File: src/hdl/rv32i_cfg.svh
`ifndef RV32I_CFG_SVH
`define RV32I_CFG_SVH

// ########################################
// core sizing
// ########################################

// data, address and instruction width
`define RV32I_XLEN 32

// architectural register count, x0 included
`define RV32I_NUM_REGS 32

// register index width
`define RV32I_REG_BITS 5

`endif

File: src/hdl/rv32i_types.sv
`default_nettype none

`include "rv32i_cfg.svh"

package rv32i_types;

    typedef logic [`RV32I_XLEN-1:0] rv32i_word;
    typedef logic [`RV32I_REG_BITS-1:0] rv32i_reg;

    // ########################################
    // encodings
    // ########################################

    typedef enum logic [6:0] {
        op_lui   = 7'b0110111,
        op_auipc = 7'b0010111,
        op_jal   = 7'b1101111,
        op_jalr  = 7'b1100111,
        op_br    = 7'b1100011,
        op_imm   = 7'b0010011,
        op_reg   = 7'b0110011
    } rv32i_opcode;

    // {funct7 bit 5, funct3} of the matching OP instruction
    typedef enum logic [3:0] {
        alu_add = 4'b0000,
        alu_sll = 4'b0001,
        alu_xor = 4'b0100,
        alu_srl = 4'b0101,
        alu_or  = 4'b0110,
        alu_and = 4'b0111,
        alu_sub = 4'b1000,
        alu_sra = 4'b1101
    } alu_ops;

    typedef enum logic [2:0] {
        beq  = 3'b000,
        bne  = 3'b001,
        blt  = 3'b100,
        bge  = 3'b101,
        bltu = 3'b110,
        bgeu = 3'b111
    } branch_funct3;

    typedef enum logic {a_rs1, a_pc} alumux1_sel_t;

    typedef enum logic [2:0] {
        b_i_imm = 3'd0,
        b_u_imm = 3'd1,
        b_b_imm = 3'd2,
        b_s_imm = 3'd3,
        b_j_imm = 3'd4,
        b_rs2   = 3'd5
    } alumux2_sel_t;

    typedef enum logic {cmp_rs2, cmp_i_imm} cmpmux_sel_t;

    typedef enum logic [1:0] {wb_alu, wb_br_en, wb_u_imm, wb_pc_plus4} regfilemux_sel_t;

    typedef struct packed {
        rv32i_opcode     opcode;
        alu_ops          aluop;
        branch_funct3    cmpop;
        alumux1_sel_t    alumux1_sel;
        alumux2_sel_t    alumux2_sel;
        cmpmux_sel_t     cmpmux_sel;
        regfilemux_sel_t regfilemux_sel;
        logic            branch;
        logic            jump;
        logic            load_regfile;
    } rv32i_control_word;

endpackage

`default_nettype wire

File: src/hdl/stage_if.sv
`timescale 1ns/1ns
`default_nettype none

`include "rv32i_cfg.svh"

interface id_ex_if;
    import rv32i_types::*;

    logic              valid;
    rv32i_word         pc;
    rv32i_word         instr;
    rv32i_control_word ctrl;
    rv32i_word         rs1_data;
    rv32i_word         rs2_data;
    rv32i_reg          rd;
    rv32i_word         i_imm;
    rv32i_word         s_imm;
    rv32i_word         b_imm;
    rv32i_word         u_imm;
    rv32i_word         j_imm;

    modport src (output valid, pc, instr, ctrl, rs1_data, rs2_data, rd,
                 i_imm, s_imm, b_imm, u_imm, j_imm);
    modport dst (input valid, pc, instr, ctrl, rs1_data, rs2_data, rd,
                 i_imm, s_imm, b_imm, u_imm, j_imm);
endinterface

interface ex_wb_if;
    import rv32i_types::*;

    logic              valid;
    rv32i_word         pc;
    rv32i_word         pc_plus4;
    rv32i_control_word ctrl;
    rv32i_reg          rd;
    rv32i_word         alu_out;
    logic              br_en;
    rv32i_word         u_imm;

    modport src (output valid, pc, pc_plus4, ctrl, rd, alu_out, br_en, u_imm);
    modport dst (input valid, pc, pc_plus4, ctrl, rd, alu_out, br_en, u_imm);
endinterface

`default_nettype wire

File: src/hdl/regfile.sv
`timescale 1ns/1ns
`default_nettype none

`include "rv32i_cfg.svh"

module regfile (
    input  wire logic                 clk,
    input  wire logic                 rst_n_i,
    input  wire logic                 we_i,
    input  rv32i_types::rv32i_reg     waddr_i,
    input  rv32i_types::rv32i_word    wdata_i,
    input  rv32i_types::rv32i_reg     raddr1_i,
    input  rv32i_types::rv32i_reg     raddr2_i,
    output rv32i_types::rv32i_word    rdata1_o,
    output rv32i_types::rv32i_word    rdata2_o
);
    import rv32i_types::*;

    rv32i_word regs [`RV32I_NUM_REGS];

    always_ff @(posedge clk or negedge rst_n_i) begin
        if (!rst_n_i) begin
            for (int i = 0; i < `RV32I_NUM_REGS; i++) begin
                regs[i] <= '0;
            end
        end else if (we_i && waddr_i != '0) begin
            regs[waddr_i] <= wdata_i; // x0 never written
        end
    end

    // a write landing this cycle is seen by the reader in decode
    always_comb begin
        if (we_i && waddr_i != '0 && waddr_i == raddr1_i) rdata1_o = wdata_i;
        else                                              rdata1_o = regs[raddr1_i];

        if (we_i && waddr_i != '0 && waddr_i == raddr2_i) rdata2_o = wdata_i;
        else                                              rdata2_o = regs[raddr2_i];
    end

    a_x0_reads_zero: assert property (@(posedge clk) disable iff (!rst_n_i)
        raddr1_i == '0 |-> rdata1_o == '0);

endmodule

`default_nettype wire

File: src/hdl/alu.sv
`timescale 1ns/1ns
`default_nettype none

`include "rv32i_cfg.svh"

module alu (
    input  rv32i_types::alu_ops    aluop_i,
    input  rv32i_types::rv32i_word a_i,
    input  rv32i_types::rv32i_word b_i,
    output rv32i_types::rv32i_word f_o
);
    import rv32i_types::*;

    logic [4:0] shamt;

    assign shamt = b_i[4:0]; // only the low five bits shift

    always_comb begin
        case (aluop_i)
            alu_add: f_o = a_i + b_i;
            alu_sub: f_o = a_i - b_i;
            alu_sll: f_o = a_i << shamt;
            alu_srl: f_o = a_i >> shamt;
            alu_sra: f_o = rv32i_word'($signed(a_i) >>> shamt);
            alu_xor: f_o = a_i ^ b_i;
            alu_or:  f_o = a_i | b_i;
            alu_and: f_o = a_i & b_i;
            default: f_o = a_i + b_i;
        endcase
    end

endmodule

`default_nettype wire

File: src/hdl/id_stage.sv
`timescale 1ns/1ns
`default_nettype none

`include "rv32i_cfg.svh"

module id_stage (
    input  wire logic              clk,
    input  wire logic              rst_n_i,
    input  wire logic              instr_valid_i,
    input  rv32i_types::rv32i_word instr_i,
    input  rv32i_types::rv32i_word pc_i,
    output rv32i_types::rv32i_reg  rf_raddr1_o,
    output rv32i_types::rv32i_reg  rf_raddr2_o,
    input  rv32i_types::rv32i_word rf_rdata1_i,
    input  rv32i_types::rv32i_word rf_rdata2_i,
    id_ex_if.src                   id_ex
);
    import rv32i_types::*;

    rv32i_opcode       opcode;
    logic [2:0]        funct3;
    logic              funct7_b5;
    rv32i_control_word ctrl;
    logic              known_op;
    rv32i_word         i_imm, s_imm, b_imm, u_imm, j_imm;

    assign opcode      = rv32i_opcode'(instr_i[6:0]);
    assign funct3      = instr_i[14:12];
    assign funct7_b5   = instr_i[30];
    assign rf_raddr1_o = instr_i[19:15];
    assign rf_raddr2_o = instr_i[24:20];

    // ########################################
    // immediates
    // ########################################

    assign i_imm = {{21{instr_i[31]}}, instr_i[30:20]};
    assign s_imm = {{21{instr_i[31]}}, instr_i[30:25], instr_i[11:7]};
    assign b_imm = {{20{instr_i[31]}}, instr_i[7], instr_i[30:25], instr_i[11:8], 1'b0};
    assign u_imm = {instr_i[31:12], 12'h000};
    assign j_imm = {{12{instr_i[31]}}, instr_i[19:12], instr_i[20], instr_i[30:21], 1'b0};

    // ########################################
    // control word
    // ########################################

    always_comb begin
        ctrl                = '0;
        ctrl.opcode         = opcode;
        ctrl.aluop          = alu_add;
        ctrl.cmpop          = branch_funct3'(funct3);
        ctrl.alumux1_sel    = a_rs1;
        ctrl.alumux2_sel    = b_i_imm;
        ctrl.cmpmux_sel     = cmp_rs2;
        ctrl.regfilemux_sel = wb_alu;
        known_op            = 1'b1;

        case (opcode)
            op_lui: begin
                ctrl.load_regfile   = 1'b1;
                ctrl.regfilemux_sel = wb_u_imm;
            end
            op_auipc: begin
                ctrl.load_regfile = 1'b1;
                ctrl.alumux1_sel  = a_pc;
                ctrl.alumux2_sel  = b_u_imm;
            end
            op_jal: begin
                ctrl.jump           = 1'b1;
                ctrl.load_regfile   = 1'b1;
                ctrl.alumux1_sel    = a_pc;
                ctrl.alumux2_sel    = b_j_imm;
                ctrl.regfilemux_sel = wb_pc_plus4;
            end
            op_jalr: begin
                ctrl.jump           = 1'b1;
                ctrl.load_regfile   = 1'b1;
                ctrl.regfilemux_sel = wb_pc_plus4; // target is rs1 + i_imm
            end
            op_br: begin
                ctrl.branch      = 1'b1;
                ctrl.alumux1_sel = a_pc;
                ctrl.alumux2_sel = b_b_imm;
                known_op         = !(funct3 inside {3'b010, 3'b011});
            end
            op_imm, op_reg: begin
                ctrl.load_regfile = 1'b1;
                ctrl.alumux2_sel  = (opcode == op_reg) ? b_rs2 : b_i_imm;
                ctrl.cmpmux_sel   = (opcode == op_reg) ? cmp_rs2 : cmp_i_imm;
                case (funct3)
                    3'b000: ctrl.aluop = (opcode == op_reg && funct7_b5) ? alu_sub : alu_add;
                    3'b001: ctrl.aluop = alu_sll;
                    3'b010: begin
                        ctrl.cmpop          = blt; // slt goes through the comparator
                        ctrl.regfilemux_sel = wb_br_en;
                    end
                    3'b011: begin
                        ctrl.cmpop          = bltu;
                        ctrl.regfilemux_sel = wb_br_en;
                    end
                    3'b100: ctrl.aluop = alu_xor;
                    3'b101: ctrl.aluop = funct7_b5 ? alu_sra : alu_srl;
                    3'b110: ctrl.aluop = alu_or;
                    default: ctrl.aluop = alu_and;
                endcase
            end
            default: known_op = 1'b0; // decoded as a bubble
        endcase
    end

    // ########################################
    // id/ex register
    // ########################################

    always_ff @(posedge clk or negedge rst_n_i) begin
        if (!rst_n_i) id_ex.valid <= 1'b0;
        else          id_ex.valid <= instr_valid_i && known_op;
    end

    always_ff @(posedge clk) begin
        if (instr_valid_i) begin
            id_ex.pc       <= pc_i;
            id_ex.instr    <= instr_i;
            id_ex.ctrl     <= ctrl;
            id_ex.rs1_data <= rf_rdata1_i;
            id_ex.rs2_data <= rf_rdata2_i;
            id_ex.rd       <= instr_i[11:7];
            id_ex.i_imm    <= i_imm;
            id_ex.s_imm    <= s_imm;
            id_ex.b_imm    <= b_imm;
            id_ex.u_imm    <= u_imm;
            id_ex.j_imm    <= j_imm;
        end
    end

endmodule

`default_nettype wire

File: src/hdl/ex_stage.sv
`timescale 1ns/1ns
`default_nettype none

`include "rv32i_cfg.svh"

module ex_stage (
    input  wire logic              clk,
    input  wire logic              rst_n_i,
    id_ex_if.dst                   id_ex,
    ex_wb_if.src                   ex_wb,
    output logic                   redirect_o,
    output rv32i_types::rv32i_word redirect_pc_o
);
    import rv32i_types::*;

    rv32i_word alu_a;
    rv32i_word alu_b;
    rv32i_word alu_out;
    rv32i_word cmp_b;
    logic      br_en;
    rv32i_word pc_plus4;
    rv32i_word target;
    logic      taken;

    // ########################################
    // operand selection
    // ########################################

    always_comb begin
        alu_a = (id_ex.ctrl.alumux1_sel == a_pc) ? id_ex.pc : id_ex.rs1_data;

        case (id_ex.ctrl.alumux2_sel)
            b_i_imm: alu_b = id_ex.i_imm;
            b_u_imm: alu_b = id_ex.u_imm;
            b_b_imm: alu_b = id_ex.b_imm;
            b_s_imm: alu_b = id_ex.s_imm;
            b_j_imm: alu_b = id_ex.j_imm;
            default: alu_b = id_ex.rs2_data;
        endcase
    end

    alu u_alu (
        .aluop_i (id_ex.ctrl.aluop),
        .a_i     (alu_a),
        .b_i     (alu_b),
        .f_o     (alu_out)
    );

    // comparator also serves slt and sltu
    always_comb begin
        cmp_b = (id_ex.ctrl.cmpmux_sel == cmp_i_imm) ? id_ex.i_imm : id_ex.rs2_data;

        case (id_ex.ctrl.cmpop)
            beq:     br_en = id_ex.rs1_data == cmp_b;
            bne:     br_en = id_ex.rs1_data != cmp_b;
            blt:     br_en = $signed(id_ex.rs1_data) < $signed(cmp_b);
            bge:     br_en = $signed(id_ex.rs1_data) >= $signed(cmp_b);
            bltu:    br_en = id_ex.rs1_data < cmp_b;
            default: br_en = id_ex.rs1_data >= cmp_b;
        endcase
    end

    assign pc_plus4 = id_ex.pc + rv32i_word'(4);
    assign target   = (id_ex.ctrl.opcode == op_jalr) ? (alu_out & ~rv32i_word'(1)) : alu_out;
    assign taken    = id_ex.ctrl.jump || (id_ex.ctrl.branch && br_en);

    // ########################################
    // ex/wb register
    // ########################################

    always_ff @(posedge clk or negedge rst_n_i) begin
        if (!rst_n_i) begin
            ex_wb.valid <= 1'b0;
            redirect_o  <= 1'b0;
        end else begin
            ex_wb.valid <= id_ex.valid;
            redirect_o  <= id_ex.valid && taken; // one pulse per taken transfer
        end
    end

    always_ff @(posedge clk) begin
        ex_wb.pc       <= id_ex.pc;
        ex_wb.pc_plus4 <= pc_plus4;
        ex_wb.ctrl     <= id_ex.ctrl;
        ex_wb.rd       <= id_ex.rd;
        ex_wb.alu_out  <= alu_out;
        ex_wb.br_en    <= br_en;
        ex_wb.u_imm    <= id_ex.u_imm;
        redirect_pc_o  <= target;
    end

    a_alumux2_legal: assert property (@(posedge clk) disable iff (!rst_n_i)
        id_ex.valid |-> id_ex.ctrl.alumux2_sel inside
            {b_i_imm, b_u_imm, b_b_imm, b_s_imm, b_j_imm, b_rs2});

endmodule

`default_nettype wire

File: src/hdl/wb_stage.sv
`timescale 1ns/1ns
`default_nettype none

`include "rv32i_cfg.svh"

module wb_stage (
    ex_wb_if.dst                   ex_wb,
    output logic                   rf_we_o,
    output rv32i_types::rv32i_reg  rf_waddr_o,
    output rv32i_types::rv32i_word rf_wdata_o,
    output logic                   wb_valid_o,
    output rv32i_types::rv32i_reg  wb_rd_o,
    output rv32i_types::rv32i_word wb_data_o,
    output rv32i_types::rv32i_word wb_pc_o
);
    import rv32i_types::*;

    rv32i_word wb_data;

    always_comb begin
        case (ex_wb.ctrl.regfilemux_sel)
            wb_alu:   wb_data = ex_wb.alu_out;
            wb_br_en: wb_data = rv32i_word'(ex_wb.br_en); // zero extended
            wb_u_imm: wb_data = ex_wb.u_imm;
            default:  wb_data = ex_wb.pc_plus4;
        endcase
    end

    assign rf_we_o    = ex_wb.valid && ex_wb.ctrl.load_regfile && (ex_wb.rd != '0);
    assign rf_waddr_o = ex_wb.rd;
    assign rf_wdata_o = wb_data;

    // report mirrors the register write
    assign wb_valid_o = rf_we_o;
    assign wb_rd_o    = ex_wb.rd;
    assign wb_data_o  = wb_data;
    assign wb_pc_o    = ex_wb.pc;

endmodule

`default_nettype wire

File: src/hdl/rv32i_ex_core.sv
`timescale 1ns/1ns
`default_nettype none

`include "rv32i_cfg.svh"

module rv32i_ex_core (
    input  wire logic              clk,
    input  wire logic              rst_n_i,
    input  wire logic              instr_valid_i,
    input  rv32i_types::rv32i_word instr_i,
    input  rv32i_types::rv32i_word pc_i,
    output logic                   wb_valid_o,
    output rv32i_types::rv32i_reg  wb_rd_o,
    output rv32i_types::rv32i_word wb_data_o,
    output rv32i_types::rv32i_word wb_pc_o,
    output logic                   redirect_o,
    output rv32i_types::rv32i_word redirect_pc_o
);
    import rv32i_types::*;

    rv32i_reg  rf_raddr1;
    rv32i_reg  rf_raddr2;
    rv32i_word rf_rdata1;
    rv32i_word rf_rdata2;
    logic      rf_we;
    rv32i_reg  rf_waddr;
    rv32i_word rf_wdata;

    id_ex_if id_ex ();
    ex_wb_if ex_wb ();

    regfile u_regfile (
        .clk      (clk),
        .rst_n_i  (rst_n_i),
        .we_i     (rf_we),
        .waddr_i  (rf_waddr),
        .wdata_i  (rf_wdata),
        .raddr1_i (rf_raddr1),
        .raddr2_i (rf_raddr2),
        .rdata1_o (rf_rdata1),
        .rdata2_o (rf_rdata2)
    );

    id_stage u_id_stage (
        .clk           (clk),
        .rst_n_i       (rst_n_i),
        .instr_valid_i (instr_valid_i),
        .instr_i       (instr_i),
        .pc_i          (pc_i),
        .rf_raddr1_o   (rf_raddr1),
        .rf_raddr2_o   (rf_raddr2),
        .rf_rdata1_i   (rf_rdata1),
        .rf_rdata2_i   (rf_rdata2),
        .id_ex         (id_ex.src)
    );

    ex_stage u_ex_stage (
        .clk           (clk),
        .rst_n_i       (rst_n_i),
        .id_ex         (id_ex.dst),
        .ex_wb         (ex_wb.src),
        .redirect_o    (redirect_o),
        .redirect_pc_o (redirect_pc_o)
    );

    wb_stage u_wb_stage (
        .ex_wb      (ex_wb.dst),
        .rf_we_o    (rf_we),
        .rf_waddr_o (rf_waddr),
        .rf_wdata_o (rf_wdata),
        .wb_valid_o (wb_valid_o),
        .wb_rd_o    (wb_rd_o),
        .wb_data_o  (wb_data_o),
        .wb_pc_o    (wb_pc_o)
    );

endmodule

`default_nettype wire

File: config.mk
export PLATFORM = sky130hd
export DESIGN_NAME = rv32i_ex_core
export DESIGN_NICKNAME = d
export VERILOG_FILES = /design/src/hdl/rv32i_types.sv /design/src/hdl/stage_if.sv /design/src/hdl/regfile.sv /design/src/hdl/alu.sv /design/src/hdl/id_stage.sv /design/src/hdl/ex_stage.sv /design/src/hdl/wb_stage.sv /design/src/hdl/rv32i_ex_core.sv
export VERILOG_INCLUDE_DIRS = /design/src /design/src/hdl
export SDC_FILE = /design/constraint.sdc
export NUM_CORES = 2
export LEC_CHECK = 0
export ABC_AREA = 1
export CORE_ASPECT_RATIO = 1.75
export CORE_UTILIZATION = 40
export DETAILED_ROUTE_END_ITERATION = 10
export DONT_BUFFER_PORTS = 1
export PLACE_DENSITY = 0.62
export SYNTH_ARGS = -nofsm -noshare
export SYNTH_HDL_FRONTEND = slang
export SYNTH_SLANG_ARGS = --single-unit
File: constraint.sdc
create_clock -name clk -period 6.1 [get_ports clk]
set_clock_uncertainty 0.2 [all_clocks]
set_input_delay 1.83 -clock clk [delete_from_list [all_inputs] [get_ports clk]]
set_output_delay 1.83 -clock clk [all_outputs]
set_load 0.02 [all_outputs]
==> summary.md <==
| Metric | Value |
|---|---|
| Result of the run | `complete, but fails checks` |
| Failing checks | `max-capacitance violations, max-slew violations` |
| Post-synth EDFFs | `145` |
| Buffers on Ports | `0` |
| Clock Tree Buf Depth | `4` |
| Setup crit start kind | `flip-flop` |
| Netlist cell types | `61` |
| Part of the power in combinational logic | `between 10% and 20%` |
| Crit-path leading delay family | `simple AND/OR/NAND/NOR gates` |
| TritonCTS clock tree | `done` |
| Layout Nets | `approximately 9800` |
| Critical path, cell by cell | `nand2_1, inv_1, buf_4, nand2_1, nand3_1` |
| Largest cells by area after synthesis | `dfrtp_1, o21ai_0, nand2_1, edfxtp_1, nand3_1` |
| Post-synthesis sequential area ratio | `44.1%` |
| CTS buffer count | `approximately 140` |
| Stages on worst setup path | `5` |
| Syn nets | `10249` |
| Switching pwr | `7.46 mW` |
| CTS Root Cell | `clkbuf_16` |
| Max-cap violations | `4` |
| Worst Path Max Fanout | `15` |
| Sink Count | `1296` |
| Crit. End Element | `output pin` |
| Die extent in x | `327 um` |
| Fillers | `18742` |
| Post-layout instance area | `80100 um2` |
| Full die area | `186000 um2` |
| Worst setup path start | `u_ex_stage.ex_wb.ctrl[3]$_DFF_P_` |
| Final period util | `a little over nine tenths` |
| Final setup TNS | `0 ps` |
| Synth warn | `0` |
| Seq pwr share | `42.5%` |
| Reg2reg path depth | `21` |
| Vias | `74467` |
| Sw Share | `33.1%` |
| Crit path required time | `4070 ps` |
| Hold Fails Final Rpt | `0` |
| Unrepaired setup endpoints after global routing | `no` |
| Post-synthesis to final-layout area growth | `8.50%` |
| Die height | `about 570 um` |
| Slowest stage delay, CP | `650 ps` |
| Final wirelength | `355000 um` |
| Htree depth | `4` |
| Antenna-violating nets left | `0` |
| Power Internal | `15.1 mW` |
| FF-to-FF End | `u_ex_stage.redirect_pc_o[31]$_DFF_P_` |
| Max Clk Rate | `0.175 GHz` |
| Critical path buffer and inverter count | `2` |
| DP Area | `75700 um2` |
| Synth area leader | `dfrtp_1` |
| Vias in the first global route | `71377` |
| Cells after Synth | `roughly 10000` |
| Io pins | `170` |
| Vias per cell | `6.16` |
| Post-CTS Hold Buffers | `0` |
| Initial antenna violation count | `17` |
| Syn Std Cell Area | `73800 um2` |
| Slew @ Worst Pin | `1670 ps` |
| DR WL met3 | `32000 um` |
| Share of the synthesized area in the top cell type | `between 30% and 40%` |
| Pre-antenna DRT Iters | `7` |
| DR iter-0 viols | `9799` |
| Clk pin slew, worst setup/hold paths | `60 ps` |
| Initial Utilization | `40.2%` |
| CTS resizes | `0` |
| Crit Path Category | `flip-flop to output pin` |
| #FFs+latches synth | `1296` |
| Insertion delay to the later sink of the worst-skew pair | `830 ps` |
| Area of the core | `183000 um2` |
| Slowest-stage cell, CP | `nand3_1` |
| Peak supply drop | `0.000276 V` |
| Clock share of power | `38.0%` |
| Prevailing post-synth register cell | `dfrtp_1` |
| Largest net degree at the start of global routing | `~600` |
| Final GP Congestion | `~1.1` |
| # rows | `208` |
| Final setup fails | `0` |
| CP endpoint | `wb_data_o[20]` |
| Routed wire per std cell | `roughly 29 um` |
| DR DRC count | `0` |
| First-pass GRT wire length | `504000 um` |
| Min Clock Period, post-route | `5720 ps` |
| DP Wirelength | `about 230000 um` |
| Total GRT Usage | `37.2%` |
| Worst R2R Setup Slack | `~730 ps` |
| Pleak | `around 34 nW` |
| Fin Hold WS | `between 100 and 150 ps` |
| Total congestion overflow | `0` |
| Slew HR | `-12.2%` |
| Async S/R FF share, synth | `79.2%` |
| Most frequent CP cell | `nand2_1` |
| Pins over their slew limit | `109` |
| Post-CTS Setup Bufs | `0` |
| DR WL met2 | `166000 um` |
| Share of layout cells above drive strength 1 | `5.80%` |
| Wl on met1 | `roughly 120000 um` |
| Syn Area/Cell | `around 7.3 um2` |
| Reg2reg start | `u_id_stage.id_ex.ctrl[6]$_SDFFCE_PN0P_` |
| PD cells | `282 nW/um2` |
| Arrival time worst endpoint | `3690 ps` |
| Hold crit path type | `flip-flop to flip-flop` |
| Uppermost layer routed | `met5` |
==> worst min path at each step <==
stage / from / end / slack, ps / cells after the start
6_report: u_id_stage.id_ex.ctrl[4]$_SDFFCE_PN0P_ / u_ex_stage.ex_wb.ctrl[4]$_DFF_P_ / 150 / 0
5_1_grt: u_id_stage.id_ex.ctrl[0]$_DFFE_PP_ / u_ex_stage.ex_wb.ctrl[0]$_DFF_P_ / 160 / 0
4_1_cts: u_id_stage.id_ex.ctrl[4]$_SDFFCE_PN0P_ / u_ex_stage.ex_wb.ctrl[4]$_DFF_P_ / 140 / 0
3_5_place_dp: u_id_stage.id_ex.ctrl[4]$_SDFFCE_PN0P_ / u_ex_stage.ex_wb.ctrl[4]$_DFF_P_ / 130 / 0
3_3_place_gp: u_id_stage.id_ex.ctrl[0]$_DFFE_PP_ / u_ex_stage.ex_wb.ctrl[0]$_DFF_P_ / 130 / 0
2_1_floorplan: u_id_stage.id_ex.ctrl[0]$_DFFE_PP_ / u_ex_stage.ex_wb.ctrl[0]$_DFF_P_ / 120 / 0
==> cell families (layout without fill, tap and decap cells) <==
group	count (synthesis)	after routing	synth area share (%)
AOI/OAI and AO/OA	3510	3510	25.1
xor gates and xnor gates	80	80	0.949
adders and majority gates	129	129	2.20
buffers and inverters	1627	1232	8.62
DFF	1296	1296	44.1
muxes	5	5	0.0678
other	0	6	0
and+or+nand+nor	3406	3406	19.0
==> cell usage after synthesis, types with 18 or more instances <==
library cell / n
buf_1: 84
nand2_1: 1869
edfxtp_1: 145
o221ai_1: 47
dfxtp_1: 124
inv_1: 727
o22ai_1: 208
clkinv_1: 18
a221oi_1: 51
clkbuf_1: 685
nand4_1: 18
nand3_1: 674
xor2_1: 75
dfrtp_1: 1027
ha_1: 128
o21ai_0: 2395
o211ai_1: 49
buf_4: 39
nor3_1: 47
o21ai_1: 26
nor2_1: 734
a21oi_1: 666
buf_2: 55
==> sequential cells by signal, summed over array words and instances (netlist names) <==
| name | flops |
|---|---|
| u_regfile.regs | 1024 |
| u_ex_stage.ex_wb.pc | 32 |
| u_id_stage.id_ex.pc | 32 |
| u_id_stage.id_ex.rs1_data | 32 |
| u_id_stage.id_ex.rs2_data | 32 |
| u_ex_stage.ex_wb.alu_out | 31 |
| u_ex_stage.ex_wb.pc_plus4 | 30 |
| u_id_stage.id_ex.ctrl | 24 |
| u_ex_stage.ex_wb.u_imm | 20 |
| u_id_stage.id_ex.s_imm | 12 |
| u_id_stage.id_ex.u_imm | 8 |
| u_ex_stage.ex_wb.rd | 5 |
| u_id_stage.id_ex.i_imm | 5 |
| u_ex_stage.ex_wb.ctrl | 3 |
| u_ex_stage.redirect_pc_o | 2 |
| u_ex_stage.ex_wb.br_en | 1 |
| u_ex_stage.ex_wb.valid | 1 |
| u_ex_stage.redirect_o | 1 |
| u_id_stage.id_ex.valid | 1 |
==> final cells by class <==
cell class	instances	area (um2)	share of cell area [%]
Clock buffer	204	3990	4.98
Timing Repair Buffer	234	2050	2.56
Sequential cell	1296	32500	40.6
Tap cell	2415	3020	3.77
Clock inverter	36	407	0.508
Multi-Input combinational cell	7130	35200	43.9
Inverter	758	2880	3.59
Antenna cell	6	15.0	0.0187
==> per-layer routing <==
metal	vias to the layer above	track usage, %
li1	32903	-
met1	35689	39.8
met2	4488	61.3
met3	1377	7.39
met4	10	35.2
met5	-	0
==> per-stage QoR <==
stage	util [%]	cells	total power [mW]	setup WS, ps
finish	43.7	12079	22.6	376
global route	43.7	12076	23.2	467
floorplan	-	10053	12.2	2190
CTS	43.6	12070	22.5	500
detailed placement	41.2	11830	14.0	594
global placement	41.2	11829	14.0	649
==> placed cells by master, fill, tap and decap left out, drive strengths merged, types with 204 or more instances in the layout <==
master and count:
o21ai 2424, nand2 1879, dfrtp 1027, nor2 751
inv 750, nand3 682, a21oi 667, buf 234
o22ai 210, clkbuf 204
==> power by group through the flow <==
| stage | combinational [mW] | sequential (mW) | clock, mW |
|---|---|---|---|
| detailed placement | 4.27 | 9.74 | 0 |
| global route | 4.68 | 9.59 | 8.97 |
| global placement | 4.28 | 9.74 | 0 |
| finish | 4.40 | 9.59 | 8.58 |
| floorplan | 2.83 | 9.34 | 0 |
| CTS | 4.29 | 9.58 | 8.66 |
==> worst register-to-register path: cells and delay by family (launching register included) <==
| family | cells | cell delay (ps) |
|---|---|---|
| AND/OR/NAND/NOR | 11 | 2200 |
| AO/OA/AOI/OAI | 4 | 860 |
| buffers and inverters | 3 | 610 |
| adder cells (fa/ha/maj) | 2 | 590 |
| flip-flops | 1 | 580 |
| XOR/XNOR | 1 | 150 |
(Power assumes the default switching activity.)
